**src/rtl/ps2_host_pkg.sv**
```systemverilog
`default_nettype none

package ps2_host_pkg;

	////////////////////////////////////////////////////////////
	// sizing, timing counts at 1 MHz system clock
	////////////////////////////////////////////////////////////
	localparam int NUM_PORTS = 2;              // keyboard + mouse
	localparam int PORT_W = 1;
	localparam int CMD_DEPTH = 2;              // buffer entries = credits per port
	localparam int CREDIT_W = 2;
	localparam int HOLD_CYCLES = 100;          // ~100 us clock inhibit
	localparam int EDGE_TIMEOUT_CYCLES = 2000; // max wait for any device edge

	typedef enum logic [3:0] {
		IDLE       = 4'd0,
		HOLD_CLOCK = 4'd1,
		START_BIT  = 4'd2,
		DATA       = 4'd3,
		PARITY     = 4'd4,
		STOP       = 4'd5,
		WAIT_ACK   = 4'd6,
		DONE       = 4'd7
	} tx_state_e;

	typedef enum logic [1:0] {
		ST_ACKED   = 2'd0,
		ST_NO_ACK  = 2'd1,
		ST_TIMEOUT = 2'd2
	} tx_status_e;

	typedef struct packed {
		logic [PORT_W-1:0] port;
		logic [7:0]        command;
	} cmd_req_t;

	typedef struct packed {
		logic [PORT_W-1:0] port;
		logic [7:0]        command;
		tx_status_e        status;
	} cmd_result_t;

endpackage

`default_nettype wire

```
**src/rtl/ps2_cmd_dispatch.sv**
```systemverilog
`timescale 1ns/1ps
`default_nettype none

module ps2_cmd_dispatch (
	input  logic                                  clk,
	input  logic                                  reset,
	input  logic                                  req_valid,
	input  ps2_host_pkg::cmd_req_t                req,
	output logic                                  req_ready,
	output logic [ps2_host_pkg::NUM_PORTS-1:0]    push,
	output logic [7:0]                            push_cmd,
	input  logic [ps2_host_pkg::NUM_PORTS-1:0]    credit_ret
);

	logic [ps2_host_pkg::CREDIT_W-1:0] credit [ps2_host_pkg::NUM_PORTS];
	logic                              accept;

	// ready follows the credit of the port named in the request
	assign req_ready = (credit[req.port] != '0);
	assign accept    = req_valid && req_ready;
	assign push_cmd  = req.command; // byte fans out to every port

	////////////////////////////////////////////////////////////
	// per-port credit counters
	////////////////////////////////////////////////////////////
	generate
		for (genvar i = 0; i < ps2_host_pkg::NUM_PORTS; i++) begin : g_credit

			assign push[i] = accept && (int'(req.port) == i);

			always_ff @(posedge clk or negedge reset) begin
				if (!reset) begin
					credit[i] <= ps2_host_pkg::CREDIT_W'(ps2_host_pkg::CMD_DEPTH);
				end else if (push[i] && !credit_ret[i]) begin
					credit[i] <= credit[i] - 1'b1;  // entry handed to port
				end else if (!push[i] && credit_ret[i]) begin
					credit[i] <= credit[i] + 1'b1;  // entry left port buffer
				end
			end

			// port must never return more entries than it was given
			credit_ovf_a: assert property (@(posedge clk) disable iff (!reset)
				credit_ret[i] && !push[i] |-> int'(credit[i]) < ps2_host_pkg::CMD_DEPTH)
				else $error("port %0d returned a credit while all credits held", i);

		end
	endgenerate

endmodule

`default_nettype wire

```
**config.mk**
```make
export PLATFORM = sky130hd
export DESIGN_NAME = ps2_cmd_dispatch
export DESIGN_NICKNAME = d
export VERILOG_FILES = /design/src/rtl/ps2_host_pkg.sv /design/src/rtl/ps2_cmd_dispatch.sv
export SDC_FILE = /design/constraint.sdc
export NUM_CORES = 1
export LEC_CHECK = 0
export ABC_AREA = 0
export BUFFER_PORTS_ARGS = -buffer_cell sky130_fd_sc_hd__clkbuf_2
export CORE_AREA = 2 2 39 41
export DETAILED_ROUTE_END_ITERATION = 7
export DIE_AREA = 0 0 41 43
export SYNTH_ARGS = -nofsm -noshare
export SYNTH_HDL_FRONTEND = slang
export SYNTH_SLANG_ARGS = --single-unit
```
**constraint.sdc**
```tcl
create_clock -name clk -period 4.07 [get_ports clk]
set_clock_uncertainty 0.05 [all_clocks]
set_input_delay 0.6105 -clock clk [delete_from_list [all_inputs] [get_ports clk]]
set_output_delay 0.6105 -clock clk [all_outputs]
set_load 0.03 [all_outputs]
```
# == Word level (Yosys, flattened, before mapping) ==
# Index checks and enable logic that the tools add are counted.
# W data, S select, Z words.
# totals
out_inout_bits,11
ff_bits,4
word_cells,30
input_bits,14
# classes
magnitude_cmp,1
n_reduce_logical,14
n_bitwise,2
add_sub_neg,4
n_mux,7
# op_table
operator,count
$mux W2,7
$logic_and A1 B1 Y1,7
$reduce_bool A2 Y1,3
$add A2 B1 Y2 const B,2
$logic_not A1 Y1,4
$sub A2 B1 Y2 const B,2
$ge A2 B2 Y1 const B,1
$not A1 Y2,1
$not A1 Y1,1

# == Logic depth before layout (Yosys ltp) ==
# Gate-level depths: netlist of the first run.
# logic_depth
ltp_word,11
depth_mapped,6
mapped_depth_nobuf,6

# == Least setup slack after synthesis of the first run ==
# OpenSTA, ideal clock, no wires.
# synth_timing
path_type,input to register
startpoint,input port req[8] (netlist bit)
endpoint,register credit[3] (netlist bit)
arrival_ps,2075
path_slack_ps,1870
setup_ps,75
required_ps,3945
path_stages,4
path_buffers,0
path_cell_list,nor3b_1 ha_1 nor2_1 xor2_1
# synth_via
elab_chain_len,10
elab_cells_between_ends,13
cone_classes,4 x mux; 2 x bitwise; 7 x reduce/logical
# synth_rtl
item,line,text
from (decl),ps2_cmd_dispatch.sv:8,"input ps2_host_pkg::cmd_req_t req,"
$not A1 Y2 (implied by the code),ps2_cmd_dispatch.sv:19,assign req_ready = (credit[req.port] != '0);
$mux W2 (implied by the code) (3 in series),ps2_cmd_dispatch.sv:19,
$reduce_bool A2 Y1,ps2_cmd_dispatch.sv:19,
$logic_and A1 B1 Y1,ps2_cmd_dispatch.sv:20,assign accept = req_valid && req_ready;
$logic_and A1 B1 Y1 *,ps2_cmd_dispatch.sv:29,assign push[i] = accept && (int'(req.port) == i);
$logic_not A1 Y1,ps2_cmd_dispatch.sv:36,end else if (!push[i] && credit_ret[i]) begin
$logic_and A1 B1 Y1,ps2_cmd_dispatch.sv:36,
$reduce_bool A2 Y1 (no source line),-,
"to (signal, indexed assignment)",ps2_cmd_dispatch.sv:33,credit[i] <= ps2_host_pkg::CREDIT_W'(ps2_host_pkg::CMD_DEPTH);
"to (signal, indexed assignment)",ps2_cmd_dispatch.sv:35,credit[i] <= credit[i] - 1'b1;
"to (signal, indexed assignment)",ps2_cmd_dispatch.sv:37,credit[i] <= credit[i] + 1'b1;
to (decl),ps2_cmd_dispatch.sv:15,logic [ps2_host_pkg::CREDIT_W-1:0] credit [ps2_host_pkg::NUM_PORTS];
# Mark *: on every way between the ends. The rest lies on a longest branch, timed or not. The select of a mux whose other input is x is not followed.
# A chain may end at the register's enable or synchronous reset.

# == Final worst setup path of the first run ==
# layout_timing
startpoint,register credit[3] (netlist bit)
endpoint,output port push[0] (netlist bit)
# layout_via
elab_chain_len,6
# layout_rtl
item,line,text
$mux W2 (implied by the code) (3 in series),ps2_cmd_dispatch.sv:19,
$reduce_bool A2 Y1,ps2_cmd_dispatch.sv:19,
$logic_and A1 B1 Y1,ps2_cmd_dispatch.sv:20,
$logic_and A1 B1 Y1,ps2_cmd_dispatch.sv:29,
to (decl),ps2_cmd_dispatch.sv:10,"output logic [ps2_host_pkg::NUM_PORTS-1:0] push,"
# No other way between the ends. The select of a mux whose other input is x is not followed.

==> results of run 1 <==
## worst max path at each step
| stage | cells past startpoint | endpoint | from |
|---|---|---|---|
| 2_1_floorplan | 4 | credit[3]$_DFFE_PN1P_ | req[8] |
| 3_3_place_gp | 3 | push[0] | req[8] |
| 3_5_place_dp | 3 | push[0] | req[8] |
| 4_1_cts | 3 | push[0] | credit[3]$_DFFE_PN1P_ |
| 5_1_grt | 3 | push[0] | credit[3]$_DFFE_PN1P_ |
| 6_report | 3 | push[0] | credit[3]$_DFFE_PN1P_ |
## critical path: stages (launching register included)
cell and delay [ns]:
dfstp_2 0.54, nor2_1 0.05, nor3b_1 0.27, clkbuf_2 0.26
## layout by cell type, fill, tap and decap left out
cell,n
nor3b_1,1
nor2_1,5
nand2_1,1
xor2_1,2
inv_1,2
clkbuf_2,8
clkbuf_4,3
dfrtp_1,2
a21oi_1,1
dfstp_2,2
xnor2_1,4
ha_1,2
nor3_1,1
## metrics by stage
stage / instances / util / hold WS [ns]
6_report: 50 / 0.224 / 0.127
5_1_grt: 50 / 0.224 / 0.133
4_1_cts: 50 / 0.224 / 0.119
3_5_place_dp: 47 / 0.208 / 0.367
3_3_place_gp: 47 / 0.208 / 0.367
2_1_floorplan: 31 / - / 0.265
## power breakdown
part | leakage (nW) | switching (W) | total (W) | internal [W]
logic | 0.0947 | 0.0000472 | 0.0000879 | 0.0000407
clock network | 0.0138 | 0.0000140 | 0.0000469 | 0.0000328
registers | 0.0443 | 0.0000199 | 0.0000896 | 0.0000697
total | 0.153 | 0.0000811 | 0.000224 | 0.000143
## layout make-up
class | instances | share of cell area
multi-input combinational | 17 | 0.379
inverter | 2 | 0.0242
timing repair buffer | 8 | 0.129
clock buffer | 3 | 0.0726
tap | 16 | 0.0645
sequential | 4 | 0.331
## metal layers
layer	routed length, microns	vias to the layer above	part of all wire	track usage
met4	0	0	0	0.0800
met3	51	0	0.13	0.0314
li1	-	96	-	-
met5	0	-	0	0
met1	177	70	0.45	0.0719
met2	161	9	0.41	0.0594
## kinds of logic (layout without fill, tap and decap cells)
group | Yosys count | after routing | synth area share
buf+inv | 10 | 13 | 0.235
compound gates | 1 | 1 | 0.0174
fa+ha+maj | 2 | 2 | 0.0869
simple gates | 8 | 8 | 0.122
xor+xnor | 6 | 6 | 0.183
flops | 4 | 4 | 0.357
==> out/metrics.csv, run 1 <==
stage,metric,value,unit
layout,FF/Latch Area,103,sq um
worst_setup_path,CP Capture Type,output port,
clocking,CTS root buf,clkbuf_4,
synthesis,post-synth top area cell,buf_4,
global_routing,global route total overflow,0,
global_routing,total track usage,0.0595,
die,die width,41,microns
sta,Slew HR,0.813,
synthesis,main flop type after synthesis,dfstp_2,
layout,# fillers,154,
pwr,maximum vdd drop,145,uV
synthesis,synth top area cells,"buf_4 (21%), dfstp_2 (18%), dfrtp_1 (17%)",
drt,drt initial violations,1,
layout,P&R area growth vs syn,7.83,%
worst_setup_path,Worst EP required,3.41,ns
clocking,clock buffer count from CTS,3,
clocking,postcts setup bufs,0,
clocking,Num Clock Sinks,4,
drt,drt drc,0,
sta,final hold vios,0,
synthesis,Mapped Nets,47,
sta,Final min period,2.00,ns
global_routing,pin count of the biggest net entering global routing,5,
die,Die Y,43,microns
die,Core Region,1380,sq um
die,die area,1760,sq um
global_routing,global-route wire length before repair,614,microns
clocking,Worst-path clk slew,0.04,ns
worst_setup_path,r2r worst-path depth,5,
die,Initial Utilization,0.208,
sta,final setup fails,0,
pwr,Lkg Pwr,0.153,nW
drt,DR vias/cell,3.50,
placement,placed standard-cell area,288,sq um
die,FP Rows,14,
clocking,Bufs on Longest Clock Path,2,
flow_run,total of max-cap violations,0,
worst_setup_path,highest fanout seen on the critical path,3,
synthesis,Synth top area share,0.209,
sta,Slew @ Worst Pin,0.280,ns
synthesis,most instantiated cells after synthesis,"buf_4 (8), nor2_1 (5), xnor2_1 (4)",
sta,fmax,500,MHz
worst_setup_path,reg2reg setup slack,2.48,ns
clocking,post-CTS sizing,0,
placement,pre-CTS setup slack,2.13,ns
sta,worst setup margin,2.07,ns
layout,antenna fix cells,0,
layout,post-route cell area,310,sq um
layout,share of cells above drive strength 1,0.382,
synthesis,synth unique cells,12,
pwr,PwrDens,723,nW/um^2
layout,Largest Register,credit,
layout,max reg flops,4,
worst_setup_path,Setup CP Type,reg -> out,
synthesis,most instantiated library cell after synthesis,buf_4,
worst_setup_path,CP arrival,1.34,ns
synthesis,register bit total from synthesis,4,
clocking,hold_buf cts,0,
clocking,CTS tree,done,
layout,Total Nets Final,52,
placement,Final GP Congestion,0.568,
hold_path,Worst Hold Class,in -> async,
drt,via count,175,
synthesis,Syn. warnings,0,
drt,Detailed Route WL,391,microns
drt,DR WL/cell,7.82,microns
synthesis,number of synthesized flops with an enable pin,0,
die,io pins,25,
worst_setup_path,Critical Path Source Type,flop,
synthesis,Post-Syn Instances,31,
worst_setup_path,reg2reg start,credit[3]$_DFFE_PN1P_,
sta,Final TNS setup,0,ns
worst_setup_path,end of the worst register-to-register path,credit[3]$_DFFE_PN1P_,
synthesis,post-synthesis sequential area ratio,0.357,
drt,Antenna Violating Nets Remaining,0,
sta,final number of max-transition violations,0,
layout,multi-input combinational cell area,118,sq um
clocking,H-tree levels,1,
global_routing,number of global-route vias before repair,166,
pwr,Total Power,0.000224,W
global_routing,initial antenna violation count,0,
outcome,outcome,"complete, no violations",
sta,fin crit share,0.492,
drt,drt first pass iters,2,
clocking,Clock Latency Late Sink,0.23,ns
layout,Top Registers,credit x4,
sta,RSZ-0062 raised after global routing,no,
synthesis,"FFs w/ async S/R, synth",1.00,
synthesis,"Avg Cell Area, Syn",9.28,sq um
synthesis,Mapped Area,288,sq um
placement,count of input and output buffers,8,
Note: power is estimated with default switching activity, not from simulation.
==> run 2: changes to the inputs <==
Clock period 4.07 ns to 1.8 ns, I/O delays scaled along.
==> out/metrics.csv, run 2 (same netlist as run 1, synthesis figures left out) <==
stage,metric,value,unit
clocking,postcts setup bufs,0,
worst_setup_path,CP arrival,1.24,ns
global_routing,global route total overflow,0,
drt,drt initial violations,2,
clocking,CTS tree,done,
sta,final setup fails,0,
clocking,CTS root buf,clkbuf_4,
sta,final number of max-transition violations,0,
sta,Final min period,1.56,ns
worst_setup_path,Worst EP required,1.48,ns
clocking,Worst-path clk slew,0.04,ns
global_routing,initial antenna violation count,0,
layout,Total Nets Final,53,
global_routing,global-route wire length before repair,752,microns
layout,Largest Register,credit,
layout,antenna fix cells,0,
placement,post-detail-place hpwl,355,microns
worst_setup_path,reg2reg start,credit[3]$_DFFE_PN1P_,
die,die width,41,microns
pwr,PwrDens,1590,nW/um^2
worst_setup_path,r2r worst-path depth,5,
drt,DR WL/cell,8.10,microns
flow_run,total of max-cap violations,0,
placement,count of input and output buffers,8,
worst_setup_path,reg2reg setup slack,0.31,ns
clocking,Num Clock Sinks,4,
die,FP Rows,14,
layout,Top Registers,credit x4,
sta,fin crit share,0.867,
hold_path,Worst Hold Class,in -> async,
drt,via count,188,
layout,share of cells above drive strength 1,0.400,
drt,Detailed Route WL,413,microns
drt,Antenna Violating Nets Remaining,0,
sta,Slew HR,0.888,
worst_setup_path,Critical Path Source Type,flop,
drt,drt drc,0,
worst_setup_path,Setup CP Type,reg -> out,
sta,final hold vios,0,
die,Initial Utilization,0.208,
die,Core Region,1380,sq um
sta,fmax,641,MHz
global_routing,total track usage,0.0666,
pwr,maximum vdd drop,463,uV
layout,most frequent cells in the layout,"clkbuf_2 (8), nor2_1 (5), xnor2_1 (4), clkbuf_4 (3)",
worst_setup_path,highest fanout seen on the critical path,3,
die,io pins,25,
sta,Final TNS setup,0,ns
layout,max reg flops,4,
layout,"most common cell after layout, fill and taps aside",clkbuf_2,
sta,Slew @ Worst Pin,0.167,ns
die,die area,1760,sq um
clocking,clock buffer count from CTS,3,
clocking,H-tree levels,1,
die,Die Y,43,microns
placement,Final GP Congestion,0.655,
clocking,Bufs on Longest Clock Path,2,
outcome,outcome,"complete, no violations",
pwr,Total Power,0.000516,W
sta,RSZ-0062 raised after global routing,no,
clocking,hold_buf cts,1,
clocking,Clock Latency Late Sink,0.23,ns
drt,DR vias/cell,3.69,
worst_setup_path,end of the worst register-to-register path,credit[3]$_DFFE_PN1P_,
drt,drt first pass iters,2,
global_routing,number of global-route vias before repair,195,
clocking,post-CTS sizing,0,
pwr,Lkg Pwr,0.159,nW
worst_setup_path,CP Capture Type,output port,
layout,P&R area growth vs syn,13.0,%
global_routing,pin count of the biggest net entering global routing,5,
-- run 2: changes by cell type in the layout (fill, tap and decap cells not counted), sizes merged --
cell and delta:
dlygate4sd3 +1
-- run 2: worst max path at each step --
stage / end / startpoint / cells after the start / slack, ns
after floorplan: credit[3]$_DFFE_PN1P_ / credit[3]$_DFFE_PN1P_ / 5 / 0.004
after global routing: push[0] / credit[3]$_DFFE_PN1P_ / 3 / 0.16
after CTS: push[0] / credit[3]$_DFFE_PN1P_ / 3 / 0.22
final: push[0] / credit[3]$_DFFE_PN1P_ / 3 / 0.24
after global placement: credit[3]$_DFFE_PN1P_ / credit[3]$_DFFE_PN1P_ / 5 / 0.31
after detailed placement: credit[3]$_DFFE_PN1P_ / credit[3]$_DFFE_PN1P_ / 5 / 0.31
-- run 2: cell type report --
| type | count | area, sq um |
|---|---|---|
| clock buffer | 3 | 22.5 |
| sequential | 4 | 103 |
| timing repair buffer | 9 | 50.0 |
| inverter | 2 | 7.51 |
| fill | 161 | 1060 |
| multi-input combinational | 17 | 123 |
| tap | 16 | 20.0 |
-- run 2: worst max-delay path: stages, from the launching register on --
cell,delay (ns)
dfstp_2,0.54
nor2_1,0.05
nor3b_2,0.19
clkbuf_2,0.23
-- run 2: power breakdown --
| group | internal, W | leakage (nW) | switching [W] |
|---|---|---|---|
| Clock | 0.0000743 | 0.0138 | 0.0000329 |
| Sequential | 0.000158 | 0.0443 | 0.0000456 |
| Combinational | 0.0000944 | 0.101 | 0.000111 |
| Total | 0.000326 | 0.159 | 0.000190 |
-- run 2: routing by layer --
layer  vias up  track usage  wire length [microns]
met1        83       0.0752                    164
met5         -            0                      0
met3         0       0.0314                     45
li1         99            -                      -
met2         6       0.0844                    204
met4         0       0.0667                      0
-- run 2: stage by stage --
stage	std cells	hold WS (ns)	setup slack, ns	area (sq um)	utilization
detailed placement	47	0.0314	0.309	293	0.212
floorplan	31	-0.0756	0.00448	293	-
global route	51	0.349	0.160	325	0.235
CTS	51	0.327	0.218	325	0.235
global placement	47	0.0288	0.315	293	0.212
finish	51	0.327	0.239	325	0.235
==> run 3: changes to the inputs <==
Settings changed: RECOVER_POWER from default to 25, SETUP_SLACK_MARGIN from default to 0.4.
==> out/metrics.csv, run 3 (same netlist as run 1, synthesis figures left out) <==
stage,metric,value,unit
die,Die Y,43,microns
layout,Total Nets Final,54,
drt,via count,194,
worst_setup_path,CP Capture Type,output port,
global_routing,met2 usage in global routing,0.0844,
global_routing,met1 usage in global routing,0.0586,
pwr,P_sw,0.000220,W
hold_path,Worst Hold Class,in -> async,
sta,Final TNS setup,0,ns
drt,Detailed Route WL,422,microns
pwr,total internal power,0.000374,W
pwr,Lkg Pwr,0.168,nW
clocking,Bufs on Longest Clock Path,2,
worst_setup_path,CP arrival,1.20,ns
clocking,Clock Latency Late Sink,0.23,ns
die,Core Region,1380,sq um
global_routing,initial antenna violation count,0,
worst_setup_path,crit path cell chain,nor2_2 -> nor3b_4 -> clkbuf_8,
sta,final number of max-transition violations,0,
worst_setup_path,Worst EP required,1.48,ns
sta,fin crit share,0.847,
worst_setup_path,"delay-heaviest family, CP",flip-flops,
die,die width,41,microns
placement,Final GP Congestion,0.610,
sta,Final min period,1.52,ns
pwr,switching share of power,0.370,
worst_setup_path,reg2reg setup slack,0.33,ns
layout,max reg flops,4,
worst_setup_path,reg2reg start,credit[3]$_DFFE_PN1P_,
layout,Largest Register,credit,
layout,P&R area growth vs syn,34.3,%
global_routing,global route total overflow,0,
clocking,Worst-path clk slew,0.04,ns
layout,# fillers,150,
drt,drt drc,0,
drt,DR WL/cell,8.12,microns
layout,Top Registers,credit x4,
drt,drt first pass iters,1,
clocking,CTS tree,done,
clocking,H-tree levels,1,
placement,count of input and output buffers,8,
worst_setup_path,Crit-path slowest cell,dfstp_2,
pwr,PwrDens,1540,nW/um^2
worst_setup_path,Critical path buffers and inverters,1,
layout,share of cells above drive strength 1,0.528,
global_routing,met3 usage,0.0314,
layout,final core utilization,0.279,
global_routing,global-route wire length before repair,676,microns
drt,drt initial violations,0,
worst_setup_path,Setup CP Type,reg -> out,
layout,most frequent cells in the layout,"xnor2_1 (4), clkbuf_2 (4), nor2_2 (3), clkbuf_4 (3)",
layout,antenna fix cells,0,
die,FP Rows,14,
global_routing,number of global-route vias before repair,191,
flow_run,total of max-cap violations,0,
sta,RSZ-0062 raised after global routing,yes,
worst_setup_path,Critical Path Source Type,flop,
clocking,Num Clock Sinks,4,
placement,post-detail-place hpwl,374,microns
drt,Antenna Violating Nets Remaining,0,
sta,Slew HR,0.852,
global_routing,GR peak layer,met2,
clocking,clock buffer count from CTS,3,
pwr,Clk network pwr share,0.178,
die,Initial Utilization,0.208,
pwr,maximum vdd drop,417,uV
sta,final hold vios,0,
drt,DR vias/cell,3.73,
clocking,CTS root buf,clkbuf_4,
global_routing,total track usage,0.0605,
worst_setup_path,r2r worst-path depth,5,
sta,fmax,656,MHz
worst_setup_path,worst stage delay on the critical path,0.54,ns
pwr,sequential power share,0.353,
die,die area,1760,sq um
placement,placed standard-cell area,327,sq um
pwr,Comb pwr share,0.469,
layout,post-route cell area,387,sq um
outcome,outcome,"complete, no violations",
worst_setup_path,end of the worst register-to-register path,credit[3]$_DFFE_PN1P_,
worst_setup_path,highest fanout seen on the critical path,3,
die,io pins,25,
global_routing,pin count of the biggest net entering global routing,5,
sta,final setup fails,0,
sta,Slew @ Worst Pin,0.221,ns
pwr,Total Power,0.000594,W
run 3: per-stage QoR:
stage / hold slack [ns] / setup WS [ns] / std cells
finish: 0.350 / 0.275 / 52
global route: 0.377 / 0.205 / 52
CTS: 0.321 / 0.255 / 52
detailed placement: 0.0330 / 0.317 / 47
global placement: 0.0253 / 0.316 / 47
floorplan: -0.0756 / 0.131 / 31
run 3: worst reg2reg max path, delay by kind of cell (launching register included):
family / cells / cell delay, ns
DFF: 1 / 0.54
adders and majority gates: 1 / 0.28
xor gates and xnor gates: 1 / 0.16
and+or+nand+nor: 3 / 0.37
run 3: timing repair:
item / CTS / global route
setup buffers: 1 / 0
hold buffers: 1 / 0
endpoints found under the setup margin: 4 / 5
pin swaps: 2 / 0
gates resized for setup: 5 / 2
hold endpoints to repair: 4 / 0
run 3: power groups by stage:
stage	clock network (W)	registers [W]	logic (W)
finish	0.000106	0.000210	0.000278
global route	0.000125	0.000215	0.000308
CTS	0.000112	0.000210	0.000281
detailed placement	0	0.000213	0.000241
global placement	0	0.000211	0.000239
floorplan	0	0.000205	0.000229
run 3: area by class of cell:
| type | instances | area, sq um | share of cell area |
|---|---|---|---|
| flip-flops and latches | 4 | 103 | 0.265 |
| well taps | 16 | 20.0 | 0.0518 |
| clock buffers | 3 | 22.5 | 0.0583 |
| inverters | 2 | 7.51 | 0.0194 |
| repair buffers | 10 | 77.6 | 0.201 |
| multi-input cells | 17 | 156 | 0.405 |
run 3: worst max-delay path by stage:
stage                                      from                     to  slack [ns]  cells after the start
after floorplan           credit[3]$_DFFE_PN1P_  credit[3]$_DFFE_PN1P_        0.13                      5
final                     credit[3]$_DFFE_PN1P_                push[0]        0.28                      3
after global routing      credit[3]$_DFFE_PN1P_                push[0]        0.20                      3
after detailed placement  credit[3]$_DFFE_PN1P_  credit[3]$_DFFE_PN1P_        0.32                      5
after CTS                 credit[3]$_DFFE_PN1P_                push[0]        0.26                      3
after global placement    credit[3]$_DFFE_PN1P_  credit[3]$_DFFE_PN1P_        0.32                      5
run 3: metal layers:
metal / wire, microns / part of all wire / vias to the layer above
met4: 0 / 0 / 0
met5: 0 / 0 / -
met2: 204 / 0.48 / 13
met1: 167 / 0.40 / 83
li1: - / - / 98
met3: 50 / 0.12 / 0
